### src/source/knightPkg.sv
package knightPkg;

  //////////////////////////////
  // Field and word types
  //////////////////////////////

  // A command arrives as two UART bytes, high byte first
  typedef logic [15:0] cmdWord;

  // Bits 15 to 12 of the command word
  typedef logic [3:0] opcodeField;

  // Bits 11 to 4, the direction of travel
  typedef logic [7:0] headingCode;

  // Bits 3 to 0, how many squares to travel
  typedef logic [3:0] squareCount;

  // One axis of the 5 by 5 board
  typedef logic [2:0] boardCoord;

  // The single byte sent back for each command
  typedef logic [7:0] respByte;

  //////////////////////////////
  // Protocol constants
  //////////////////////////////

  localparam opcodeField OPCODE_CAL  = 4'd2;
  localparam opcodeField OPCODE_MOVE = 4'd4;

  localparam respByte RESP_ACK  = 8'hA5;
  localparam respByte RESP_NACK = 8'hEE;

  // Only these four codes are legal, anything else is refused
  localparam headingCode HEADING_NORTH = 8'h00;
  localparam headingCode HEADING_WEST  = 8'h3F;
  localparam headingCode HEADING_SOUTH = 8'h7F;
  localparam headingCode HEADING_EAST  = 8'hC0;

  // Board limits and the square the knight wakes up on
  localparam boardCoord BOARD_MAX = 3'd4;
  localparam boardCoord START_X   = 3'd2;
  localparam boardCoord START_Y   = 3'd4;

  // Control FSM states
  typedef enum logic [2:0] {idle, calibrate, moveWait, respond, respondWait} controlState;

endpackage

### src/source/moveIf.sv
`timescale 1ns/1ps

// Move request from control to the board tracker, with its results coming back
interface moveIf;

  // Control side: a one cycle start with heading and squares held alongside
  logic start;
  knightPkg::headingCode heading;
  knightPkg::squareCount squares;

  // Tracker side: legality is combinational for whatever is presented now
  logic legal;
  logic moving;
  logic done;

  modport controller (output start, heading, squares, input legal, done);
  modport tracker (input start, heading, squares, output legal, moving, done);

endinterface

### src/source/boardTracker.sv
`timescale 1ns/1ps

module boardTracker #(
  parameter int SQUARE_CYCLES = 2000000
) (
  input  logic clk,
  input  logic reset,
  moveIf.tracker move,
  output knightPkg::boardCoord xPos,
  output knightPkg::boardCoord yPos,
  output knightPkg::headingCode heading
);

  localparam int TIMER_WIDTH = $clog2(SQUARE_CYCLES);

  logic headingKnown;
  logic fitsBoard;
  // Five bits so a 15 square request cannot wrap back onto the board
  logic [4:0] northReach;
  logic [4:0] eastReach;
  knightPkg::squareCount squaresLeft;
  logic [TIMER_WIDTH-1:0] timer;

  //////////////////////////////
  // Legality of the presented move
  //////////////////////////////

  assign northReach = {2'b00, yPos} + {1'b0, move.squares};
  assign eastReach = {2'b00, xPos} + {1'b0, move.squares};

  always_comb begin
    headingKnown = 1'b1;
    fitsBoard = 1'b0;
    case (move.heading)
      knightPkg::HEADING_NORTH: fitsBoard = northReach <= 5'(knightPkg::BOARD_MAX);
      knightPkg::HEADING_SOUTH: fitsBoard = move.squares <= {1'b0, yPos};
      knightPkg::HEADING_EAST:  fitsBoard = eastReach <= 5'(knightPkg::BOARD_MAX);
      knightPkg::HEADING_WEST:  fitsBoard = move.squares <= {1'b0, xPos};
      default: headingKnown = 1'b0;
    endcase
  end

  assign move.legal = headingKnown && (move.squares != '0) && fitsBoard;

  //////////////////////////////
  // Square stepping
  //////////////////////////////

  always_ff @(posedge clk) begin
    if (reset) begin
      xPos <= knightPkg::START_X;
      yPos <= knightPkg::START_Y;
      heading <= knightPkg::HEADING_NORTH;
      squaresLeft <= '0;
      timer <= '0;
      move.moving <= 1'b0;
      move.done <= 1'b0;
    end else begin
      move.done <= 1'b0;
      if (move.start) begin
        // Control has already vetted this move, so it is taken unconditionally
        heading <= move.heading;
        squaresLeft <= move.squares;
        timer <= TIMER_WIDTH'(SQUARE_CYCLES - 1);
        move.moving <= 1'b1;
      end else if (move.moving) begin
        if (timer != '0) begin
          timer <= timer - 1'b1;
        end else begin
          case (heading)
            knightPkg::HEADING_NORTH: yPos <= yPos + 1'b1;
            knightPkg::HEADING_SOUTH: yPos <= yPos - 1'b1;
            knightPkg::HEADING_EAST:  xPos <= xPos + 1'b1;
            knightPkg::HEADING_WEST:  xPos <= xPos - 1'b1;
            default: ;
          endcase
          squaresLeft <= squaresLeft - 1'b1;
          timer <= TIMER_WIDTH'(SQUARE_CYCLES - 1);
          // Last square taken, done lines up with the final position
          if (squaresLeft == 4'd1) begin
            move.moving <= 1'b0;
            move.done <= 1'b1;
          end
        end
      end
    end
  end

  offBoard: assert property (@(posedge clk) disable iff (reset)
    (xPos <= knightPkg::BOARD_MAX) && (yPos <= knightPkg::BOARD_MAX));

endmodule

### src/source/commandAssembler.sv
`timescale 1ns/1ps

module commandAssembler (
  input  logic clk,
  input  logic reset,
  input  knightPkg::respByte data,
  input  logic dataStrobe,
  output knightPkg::cmdWord command,
  output logic commandValid
);

  // Low means the next byte is the high half of a command
  logic phase;
  knightPkg::respByte highByte;

  always_ff @(posedge clk) begin
    if (reset) begin
      phase <= 1'b0;
      commandValid <= 1'b0;
    end else begin
      commandValid <= dataStrobe && phase;
      if (dataStrobe) phase <= !phase;
    end
  end

  // The word stays put until the next pair completes
  always_ff @(posedge clk) begin
    if (dataStrobe && !phase) highByte <= data;
    if (dataStrobe && phase) command <= {highByte, data};
  end

endmodule

### src/source/knightCommandTop.sv
`timescale 1ns/1ps

module knightCommandTop #(
  parameter int CLKS_PER_BIT = 434,
  parameter int CAL_CYCLES = 1000000,
  parameter int SQUARE_CYCLES = 2000000
) (
  input  logic clk,
  input  logic reset,
  input  logic rx,
  output logic tx,
  output knightPkg::boardCoord xPos,
  output knightPkg::boardCoord yPos,
  output knightPkg::headingCode heading,
  output logic moving,
  output logic calDone,
  output logic busy
);

  // Receive path
  knightPkg::respByte rxData;
  logic rxStrobe;
  knightPkg::cmdWord command;
  logic commandValid;

  // Response path
  knightPkg::respByte txData;
  logic txStart;
  logic txBusy;

  moveIf moveBus ();

  assign moving = moveBus.moving;

  uartReceiver #(.CLKS_PER_BIT(CLKS_PER_BIT)) receiver (
    .clk(clk), .reset(reset), .rx(rx), .data(rxData), .dataStrobe(rxStrobe)
  );

  commandAssembler assembler (
    .clk(clk), .reset(reset), .data(rxData), .dataStrobe(rxStrobe),
    .command(command), .commandValid(commandValid)
  );

  knightControl #(.CAL_CYCLES(CAL_CYCLES)) control (
    .clk(clk), .reset(reset), .command(command), .commandValid(commandValid),
    .txData(txData), .txStart(txStart), .txBusy(txBusy),
    .calDone(calDone), .busy(busy), .move(moveBus)
  );

  boardTracker #(.SQUARE_CYCLES(SQUARE_CYCLES)) tracker (
    .clk(clk), .reset(reset), .move(moveBus),
    .xPos(xPos), .yPos(yPos), .heading(heading)
  );

  uartTransmitter #(.CLKS_PER_BIT(CLKS_PER_BIT)) transmitter (
    .clk(clk), .reset(reset), .txData(txData), .txStart(txStart),
    .tx(tx), .txBusy(txBusy)
  );

endmodule

### src/source/knightControl.sv
`timescale 1ns/1ps

module knightControl #(
  parameter int CAL_CYCLES = 1000000
) (
  input  logic clk,
  input  logic reset,
  input  knightPkg::cmdWord command,
  input  logic commandValid,
  output knightPkg::respByte txData,
  output logic txStart,
  input  logic txBusy,
  output logic calDone,
  output logic busy,
  moveIf.controller move
);

  localparam int CAL_WIDTH = $clog2(CAL_CYCLES);
  // Decode, count reload and the calDone flop eat three of the cycles
  localparam int CAL_LOAD = CAL_CYCLES - 3;

  knightPkg::controlState state;
  knightPkg::cmdWord cmdReg;
  knightPkg::opcodeField opcode;
  knightPkg::respByte respReg;
  logic decodeStep;
  logic accept;
  logic [CAL_WIDTH-1:0] calCount;

  //////////////////////////////
  // Command fields
  //////////////////////////////

  assign opcode = cmdReg[15:12];
  assign move.heading = cmdReg[11:4];
  assign move.squares = cmdReg[3:0];

  // New words only count while nothing else is in flight
  assign busy = (state != knightPkg::idle) || decodeStep;
  assign accept = commandValid && !busy;

  // All three move checks are made in the decode cycle, start fires then too
  assign move.start = (state == knightPkg::idle) && decodeStep &&
                      (opcode == knightPkg::OPCODE_MOVE) && calDone && move.legal;

  assign txStart = (state == knightPkg::respond);
  assign txData = respReg;

  always_ff @(posedge clk) begin
    if (accept) cmdReg <= command;
  end

  //////////////////////////////
  // Control FSM
  //////////////////////////////

  always_ff @(posedge clk) begin
    if (reset) begin
      state <= knightPkg::idle;
      decodeStep <= 1'b0;
      calDone <= 1'b0;
      calCount <= '0;
    end else begin
      decodeStep <= accept;
      case (state)
        knightPkg::idle: begin
          if (decodeStep) begin
            if (opcode == knightPkg::OPCODE_CAL) begin
              state <= knightPkg::calibrate;
              calCount <= CAL_WIDTH'(CAL_LOAD);
            end else if (move.start) begin
              state <= knightPkg::moveWait;
            end else begin
              // Unknown opcode or a refused move goes straight to NACK
              state <= knightPkg::respond;
            end
          end
        end
        knightPkg::calibrate: begin
          if (calCount == '0) begin
            calDone <= 1'b1;
            state <= knightPkg::respond;
          end else begin
            calCount <= calCount - 1'b1;
          end
        end
        knightPkg::moveWait: begin
          if (move.done) state <= knightPkg::respond;
        end
        knightPkg::respond: state <= knightPkg::respondWait;
        // Transmitter raised busy on the edge after txStart
        knightPkg::respondWait: begin
          if (!txBusy) state <= knightPkg::idle;
        end
        default: state <= knightPkg::idle;
      endcase
    end
  end

  // Anything that gets past idle into calibrate or moveWait ends in ACK
  always_ff @(posedge clk) begin
    if (state == knightPkg::calibrate || state == knightPkg::moveWait) begin
      respReg <= knightPkg::RESP_ACK;
    end else if (state == knightPkg::idle) begin
      respReg <= knightPkg::RESP_NACK;
    end
  end

  // An ACK only ever leaves once calibration has finished
  ackWithoutCal: assert property (@(posedge clk) disable iff (reset)
    (txStart && (txData == knightPkg::RESP_ACK)) |-> calDone);

endmodule

### src/source/uartReceiver.sv
`timescale 1ns/1ps

module uartReceiver #(
  parameter int CLKS_PER_BIT = 434
) (
  input  logic clk,
  input  logic reset,
  input  logic rx,
  output knightPkg::respByte data,
  output logic dataStrobe
);

  localparam int COUNT_WIDTH = $clog2(CLKS_PER_BIT);

  // Two flop synchronizer, rxSync[1] is the usable copy
  logic [1:0] rxSync;
  logic rxPrev;
  logic active;
  logic [COUNT_WIDTH-1:0] clkCount;
  // Bit 0 is the start bit, 1 to 8 are data, 9 is the stop bit
  logic [3:0] bitIndex;
  logic sampleNow;
  knightPkg::respByte shiftReg;

  // Count reaches zero in the middle of each bit
  assign sampleNow = active && (clkCount == '0);
  assign data = shiftReg;

  //////////////////////////////
  // Frame sequencing
  //////////////////////////////

  always_ff @(posedge clk) begin
    if (reset) begin
      rxSync <= 2'b11;
      rxPrev <= 1'b1;
      active <= 1'b0;
      clkCount <= '0;
      bitIndex <= '0;
      dataStrobe <= 1'b0;
    end else begin
      rxSync <= {rxSync[0], rx};
      rxPrev <= rxSync[1];
      dataStrobe <= 1'b0;
      if (!active) begin
        // Falling edge opens a frame, first sample lands half a bit later
        if (rxPrev && !rxSync[1]) begin
          active <= 1'b1;
          clkCount <= COUNT_WIDTH'(CLKS_PER_BIT / 2 - 1);
          bitIndex <= '0;
        end
      end else if (!sampleNow) begin
        clkCount <= clkCount - 1'b1;
      end else begin
        clkCount <= COUNT_WIDTH'(CLKS_PER_BIT - 1);
        bitIndex <= bitIndex + 1'b1;
        if (bitIndex == 4'd0) begin
          // Line back high at mid start bit means it was only a glitch
          if (rxSync[1]) active <= 1'b0;
        end else if (bitIndex == 4'd9) begin
          // A low stop bit is a framing error and the byte is thrown away
          active <= 1'b0;
          dataStrobe <= rxSync[1];
        end
      end
    end
  end

  // Data bits arrive LSB first so they shift in from the top
  always_ff @(posedge clk) begin
    if (sampleNow && (bitIndex >= 4'd1) && (bitIndex <= 4'd8)) begin
      shiftReg <= {rxSync[1], shiftReg[7:1]};
    end
  end

endmodule

### src/source/uartTransmitter.sv
`timescale 1ns/1ps

module uartTransmitter #(
  parameter int CLKS_PER_BIT = 434
) (
  input  logic clk,
  input  logic reset,
  input  knightPkg::respByte txData,
  input  logic txStart,
  output logic tx,
  output logic txBusy
);

  localparam int COUNT_WIDTH = $clog2(CLKS_PER_BIT);

  // Eight data bits followed by the stop bit
  logic [8:0] shiftReg;
  logic [3:0] bitsLeft;
  logic [COUNT_WIDTH-1:0] clkCount;
  logic launch;
  logic bitEnd;

  assign launch = txStart && !txBusy;
  assign bitEnd = txBusy && (clkCount == '0);

  always_ff @(posedge clk) begin
    if (reset) begin
      tx <= 1'b1;
      txBusy <= 1'b0;
      bitsLeft <= '0;
      clkCount <= '0;
    end else if (launch) begin
      // Start bit goes out on the very next cycle
      tx <= 1'b0;
      txBusy <= 1'b1;
      bitsLeft <= 4'd9;
      clkCount <= COUNT_WIDTH'(CLKS_PER_BIT - 1);
    end else if (txBusy && !bitEnd) begin
      clkCount <= clkCount - 1'b1;
    end else if (bitEnd && (bitsLeft != '0)) begin
      tx <= shiftReg[0];
      bitsLeft <= bitsLeft - 1'b1;
      clkCount <= COUNT_WIDTH'(CLKS_PER_BIT - 1);
    end else if (bitEnd) begin
      // Stop bit has run its full period
      txBusy <= 1'b0;
    end
  end

  // Stop bit rides in the top so it falls out last, LSB leaves first
  always_ff @(posedge clk) begin
    if (launch) shiftReg <= {1'b1, txData};
    else if (bitEnd && (bitsLeft != '0)) shiftReg <= {1'b1, shiftReg[8:1]};
  end

  // Control must wait out the whole frame before asking for another byte
  txStartWhileBusy: assert property (@(posedge clk) disable iff (reset) txStart |-> !txBusy);

endmodule

### config.mk
export PLATFORM = sky130hd
export DESIGN_NAME = knightCommandTop
export DESIGN_NICKNAME = d
export VERILOG_FILES = /design/src/source/knightPkg.sv /design/src/source/moveIf.sv /design/src/source/boardTracker.sv /design/src/source/commandAssembler.sv /design/src/source/knightCommandTop.sv /design/src/source/knightControl.sv /design/src/source/uartReceiver.sv /design/src/source/uartTransmitter.sv
export SDC_FILE = /design/constraint.sdc
export NUM_CORES = 1
export LEC_CHECK = 0
export ABC_AREA = 0
export BUFFER_PORTS_ARGS = -buffer_cell sky130_fd_sc_hd__buf_2
export CORE_ASPECT_RATIO = 2
export CORE_MARGIN = 1
export CORE_UTILIZATION = 55
export DETAILED_ROUTE_END_ITERATION = 12
export PLACE_DENSITY = 0.72
export SYNTH_ARGS = -nofsm -noshare
export SYNTH_HDL_FRONTEND = slang
export SYNTH_SLANG_ARGS = --single-unit
### constraint.sdc
create_clock -name clk -period 3.31 [get_ports clk]
set_input_delay 0.8275 -clock clk [delete_from_list [all_inputs] [get_ports clk]]
set_output_delay 0.8275 -clock clk [all_outputs]
set_load 0.02 [all_outputs]
### After elaboration in Yosys (flattened, before gate mapping)

Index checks and enable logic that the tools add are counted.

| word-level totals | value |
|---|---|
| word-level logic and storage cells | 195 |
| bits of input ports | 3 |
| output and inout port bits | 18 |
| flip-flop bits (word level) | 158 |

| operators by class | value |
|---|---|
| bitwise operators | 7 |
| add/sub/neg operators | 13 |
| $lt $le $gt $ge | 6 |
| reduce and logical (&&, ||, !) cells | 59 |
| equal/unequal tests | 24 |
| mux-type cells | 53 |

Operators with widths:

| kind | number |
|---|---|
| $mux W21 | 3 |
| $mux W20 | 3 |
| $mux W9 | 6 |
| $pmux W20 S2 | 1 |
| $mux W4 | 9 |
| $reduce_bool A21 Y1 | 1 |
| $sub A21 B1 Y21 const B | 1 |
| $logic_not A20 Y1 | 1 |
| $mux W1 | 20 |
| $sub A20 B1 Y20 const B | 1 |
| $logic_not A9 Y1 | 2 |
| $sub A9 B1 Y9 const B | 2 |
| $logic_and A1 B1 Y1 | 17 |
| $eq A8 B6 Y1 const B | 2 |
| $eq A8 B7 Y1 const B | 2 |
| $eq A8 B8 Y1 const B | 2 |
| $logic_not A8 Y1 | 2 |
| $reduce_and A4 Y1 | 4 |
| $reduce_bool A2 Y1 | 8 |
| $mux W3 | 5 |
| $pmux W3 S5 | 1 |
| $mux W7 | 2 |
| $ne A2 B1 Y1 const B | 6 |
| $pmux W3 S2 | 2 |
| other kinds (30) | 59 |

### Logic depth before layout (Yosys ltp)

| depth | value |
|---|---|
| depth in word-level cells | 10 |
| depth in mapped cells | 12 |
| gate-level depth less buffers | 11 |

### Hierarchy

A second synthesis with hierarchy kept.

| second synthesis, totals | value |
|---|---|
| cell total of the unflattened synthesis | 754 |
| area, all modules | 7,697.4 um^2 |

By module, submodules not included:

| module | cells an instance | instances | area an instance (um^2) | sequential area each (um^2) |
|---|---|---|---|---|
| boardTracker | 282 | 1 | 2,459.9 | 820.8 |
| knightControl | 215 | 1 | 2,099.5 | 1,021.0 |
| uartReceiver | 110 | 1 | 1,181.1 | 600.6 |
| uartTransmitter | 116 | 1 | 1,152.4 | 540.5 |
| commandAssembler | 31 | 1 | 804.5 | 760.7 |

### Worst setup path before layout

Ideal clock, no wire load.

| timing path | value |
|---|---|
| kind | register to register |
| start point | reg receiver.clkCount[0] |
| end point | reg receiver.shiftReg[0], in the netlist receiver.data[0], enable pin |
| period minus slack after synthesis | 2,879 ps |
| path slack | 431 ps |
| data required time | 2,924 ps |
| setup time | 386 ps |
| stages on the path, launching flop included | 10 |
| buffers on the path | 1 |
| data arrival time | 2,492 ps |
| cells stage by stage | dfxtp_1 > inv_1 > ha_1 > or3b_2 > nor3_1 > nand2_1 > nor2_1 > clkbuf_1 > nand2_1 > a211oi_1 |

| between the ends | value |
|---|---|
| word-level cells in the longest chain between the ends | 4 |

RTL lines:

| what | RTL line | text |
|---|---|---|
| from (decl) | uartReceiver.sv:19 | `logic [COUNT_WIDTH-1:0] clkCount;` |
| from (signal assigned) | uartReceiver.sv:49 | `clkCount <= COUNT_WIDTH'(CLKS_PER_BIT / 2 - 1);` |
| from (signal assigned) | uartReceiver.sv:53 | `clkCount <= clkCount - 1'b1;` |
| from (signal assigned) | uartReceiver.sv:55 | `clkCount <= COUNT_WIDTH'(CLKS_PER_BIT - 1);` |
| $logic_not A9 Y1 | uartReceiver.sv:26 | `assign sampleNow = active && (clkCount == '0);` |
| $logic_and A1 B1 Y1 | uartReceiver.sv:26 |  |
| $logic_and A1 B1 Y1 (2 in a row) | uartReceiver.sv:71 | `if (sampleNow && (bitIndex >= 4'd1) && (bitIndex <= 4'd8)) begin` |
| to (signal assigned) | uartReceiver.sv:72 | `shiftReg <= {rxSync[1], shiftReg[7:1]};` |
| to (decl) | uartReceiver.sv:23 | `knightPkg::respByte shiftReg;` |

Every way passes these cells.
A chain may end at the register's enable or synchronous reset.

### Final worst setup path

| timing path | value |
|---|---|
| start point | reg tracker.xPos[0] |
| end point | reg tracker.yPos[1] |

| between the ends | value |
|---|---|
| word-level cells in the longest chain between the ends | 7 |
| elaborated cells between the ends (all ways) | 8 |
| those cells by class | add/sub: 1; order compare: 2; mux: 1; bitwise: 1; reduce/logical: 3 |

RTL lines:

| what | RTL line | text |
|---|---|---|
| from (decl) | boardTracker.sv:9 | `output knightPkg::boardCoord xPos,` |
| from (signal assigned) | boardTracker.sv:51 | `xPos <= knightPkg::START_X;` |
| from (signal assigned) | boardTracker.sv:73 | `knightPkg::HEADING_EAST: xPos <= xPos + 1'b1;` |
| from (signal assigned) | boardTracker.sv:74 | `knightPkg::HEADING_WEST: xPos <= xPos - 1'b1;` |
| $add A3 B4 Y5 | boardTracker.sv:29 | `assign eastReach = {2'b00, xPos} + {1'b0, move.squares};` |
| $le A5 B3 Y1 | boardTracker.sv:37 | `knightPkg::HEADING_EAST: fitsBoard = eastReach <= 5'(knightPkg::BOARD_MAX);` |
| $pmux W1 S4 (*) | boardTracker.sv:34 | `case (move.heading)` |
| $logic_and A1 B1 Y1 (*) | boardTracker.sv:43 | `assign move.legal = headingKnown && (move.squares != '0) && fitsBoard;` |
| $logic_and A1 B1 Y1 (*) | knightControl.sv:44 | `(opcode == knightPkg::OPCODE_MOVE) && calDone && move.legal;` |
| $not A1 Y1 (no source line) (*) | -- |  |
| $reduce_and A4 Y1 (no source line) (*) | -- |  |
| to (signal assigned) | boardTracker.sv:52 | `yPos <= knightPkg::START_Y;` |
| to (signal assigned) | boardTracker.sv:71 | `knightPkg::HEADING_NORTH: yPos <= yPos + 1'b1;` |
| to (signal assigned) | boardTracker.sv:72 | `knightPkg::HEADING_SOUTH: yPos <= yPos - 1'b1;` |
| to (decl) | boardTracker.sv:10 | `output knightPkg::boardCoord yPos,` |

Mark *: on every way between the ends. The rest lies on a longest branch, timed or not.

==> out/results.tsv <==
metric	value	unit
fin_setup_tns	0	ps
grt_overflow	0	
required	3670	ps
antenna_left	0	
critPathLaunchType	flip-flop	
cp-startpoint	tracker.xPos[0]	
hpwl	9870	um
htreeDepth	4	
combinationalPowerShare	2.8	%
synthCells	702	
yosysMostFrequentCell	dfxtp_1	
crit_chain	ha_1, inv_1, fa_1, xnor2_1, a21oi_1, nor4b_2, a22oi_1, a21boi_4, nor4_2, mux2i_1, nor2b_1	
fp-row-count	57	
power_frac_seq	49.3	%
design.die.area	0.01319	mm^2
cts_tree	done	
worst_slew_pin_slew	921.3	ps
gr-usage-met1	24.37	%
wl	13510	um
ctsResizeCount	0	
grt_pass1_wl	23140	um
syn_area_per_cell	9.956	um^2
grt_pass1_vias	5148	
intPower	3.085	mW
cp_num_buf_inv	1	
cts_buffers	17	
synth_top_area_cell	dfxtp_1	
finalMaxSlewViolations	0	
cts_sinks	158	
leakage	2.929	nW
cp.arrival	3390	ps
synth_cell_types	58	
cp_max_fo	16	
drt_iter0_markers	185	
grt_max_degree	38	
die_w	81.71	um
ios	21	
whs_path_depth	0	
switching_share	24.83	%
cts_buffer_depth	2	
viasPerCell	5.696	
num-nets-final	757	
dr.pass1.iters	4	
synth_area_leaders	dfxtp_1 30%, edfxtp_1 24%, nor2_1 4.0%	
power_density	521.1	mW/mm^2
port_buffers	20	
status	finished clean	
hold_viol_final	0	
core	0.01227	mm^2
rr_startpoint	tracker.xPos[0]	
critPathCapture	tracker.yPos[1]	
die_h	161.4	um
finalClockSkew	9.719	ps
synth_edf_count	55	
r2r_setup_slack	280	ps
reg2reg_depth	11	
peakVddDrop	0.4965	mV
critical_path_depth	11	
ctsHoldBuffers	0	
critical_path.slowest_cell	nor4_2	
ys_seq_elements	158	
antenna_found_initial	0	
finalCriticalPeriod	3032	ps
yosysWarnings	0	
rsz0062_at_grt	no	
busiest_layer	met2	
path_clk_slew	70	ps
ys.flop_type	dfxtp_1	
hold_path_class	reg -> reg	
cp_slowest_stage_delay	510	ps
wl_per_cell	15.21	um
min-delay-start	assembler.command[13]	
crit_type	reg -> reg	
antennaDiodeCount	0	
synth_common_cells	103 x dfxtp_1, 74 x nor2_1, 63 x nand2_1	
setup_viol	0	
pwr-share-clk	47.9	%
slew_headroom	38.01	%
maxCapViolCount	0	
gp_congestion	0.8766	
syn_to_final_growth	12.69	%
power.switching	1.019	mW
critical-path-top-delay-family	compound AO/OA/AOI/OAI gates	
start_util	56.98	%
period_share	91.60	%
drc	0	
post_cts_buffers	0	
power.total	4.105	mW
use_met2	41.59	%
worstReg2RegEnd	tracker.yPos[1]	
async_flop_share	0	%
grt_usage	22.80	%
ys_seq_area_share	53.13	%
endpoint_kind	flip-flop	
drive_above_1_share	10.39	%
synth_top_area_share	29.50	%
vias	5058	
synthesis.area	0.006989	mm^2
clockRootBuffer	clkbuf_16	
clock_latency	420	ps
fmax	0.3298	GHz
hold-worst-slack	420.5	ps
synthesis.nets	731	
grtUsageMet3	4.576	%
-- registers in the layout (all words and copies together), names as in the netlist, 7 cells and up --
register / cells
receiver.clkCount: 9
control.cmdReg: 16
transmitter.clkCount: 9
tracker.heading: 8
control.calCount: 20
receiver.data: 8
assembler.highByte: 8
transmitter.shiftReg: 7
assembler.command: 16
tracker.timer: 21
-- layout by cell type (no fill, tap or decap), types with 22 or more instances in the layout --
master and n:
dfxtp_1 103, nor2_1 74, nand2_1 63, edfxtp_1 55, a21oi_1 52, nor3_1 43, inv_1 31, xor2_1 26
xnor2_1 23, ha_1 22
-- kinds of logic after synthesis --
| logic type | count (synthesis) | synth area share [%] |
|---|---|---|
| multiplexers | 9 | 1.289 |
| flip-flops | 158 | 53.13 |
| AO/OA/AOI/OAI | 127 | 11.39 |
| AND/OR/NAND/NOR | 279 | 19.96 |
| XOR/XNOR | 49 | 6.140 |
| adder cells (fa/ha/maj) | 26 | 5.084 |
| buffers and inverters | 54 | 3.007 |
-- through the flow --
step	setup slack, ps	cells	utilization, %	instance area, um^2
2_1_floorplan	431.3	702	-	6989
4_1_cts	310.6	888	64.21	7876
3_5_place_dp	319.0	856	59.14	7254
3_3_place_gp	400.1	856	59.14	7254
5_1_grt	60.12	888	64.21	7876
6_report	277.9	888	64.21	7876
-- worst min-delay path by stage --
| stage | end | slack [ps] |
|---|---|---|
| floorplan | receiver.rxSync[1] | 390 |
| global placement | receiver.rxSync[1] | 400 |
| detailed placement | receiver.rxSync[1] | 400 |
| CTS | receiver.rxSync[1] | 420 |
| global route | control.cmdReg[13] | 430 |
| finish | control.cmdReg[13] | 420 |
-- cell type report --
type / count / area, um^2
clock buffer: 17 / 425.4
clock inverter: 15 / 196.4
fill: 1005 / 4390
inverter: 31 / 116.4
multi-input combinational: 490 / 3065
sequential: 158 / 3714
tap: 147 / 183.9
timing repair buffer: 30 / 175.2
-- power by group through the flow --
stage / Clock (mW) / Combinational, mW / Sequential, mW
3_3_place_gp: 0 / 0.111 / 2.06
2_1_floorplan: 0 / 0.0891 / 2.06
4_1_cts: 2.01 / 0.115 / 2.02
5_1_grt: 2.09 / 0.132 / 2.02
6_report: 1.97 / 0.115 / 2.02
3_5_place_dp: 0 / 0.115 / 2.07
-- metal layers --
layer,wire (um),up-vias,share of wire [%]
met1,5301,2415,39
met3,345,26,2.6
met2,7574,74,56
li1,-,2543,-
met4,289,0,2.1
met5,0,-,0
No activity file was read; power rests on OpenSTA's default activity.
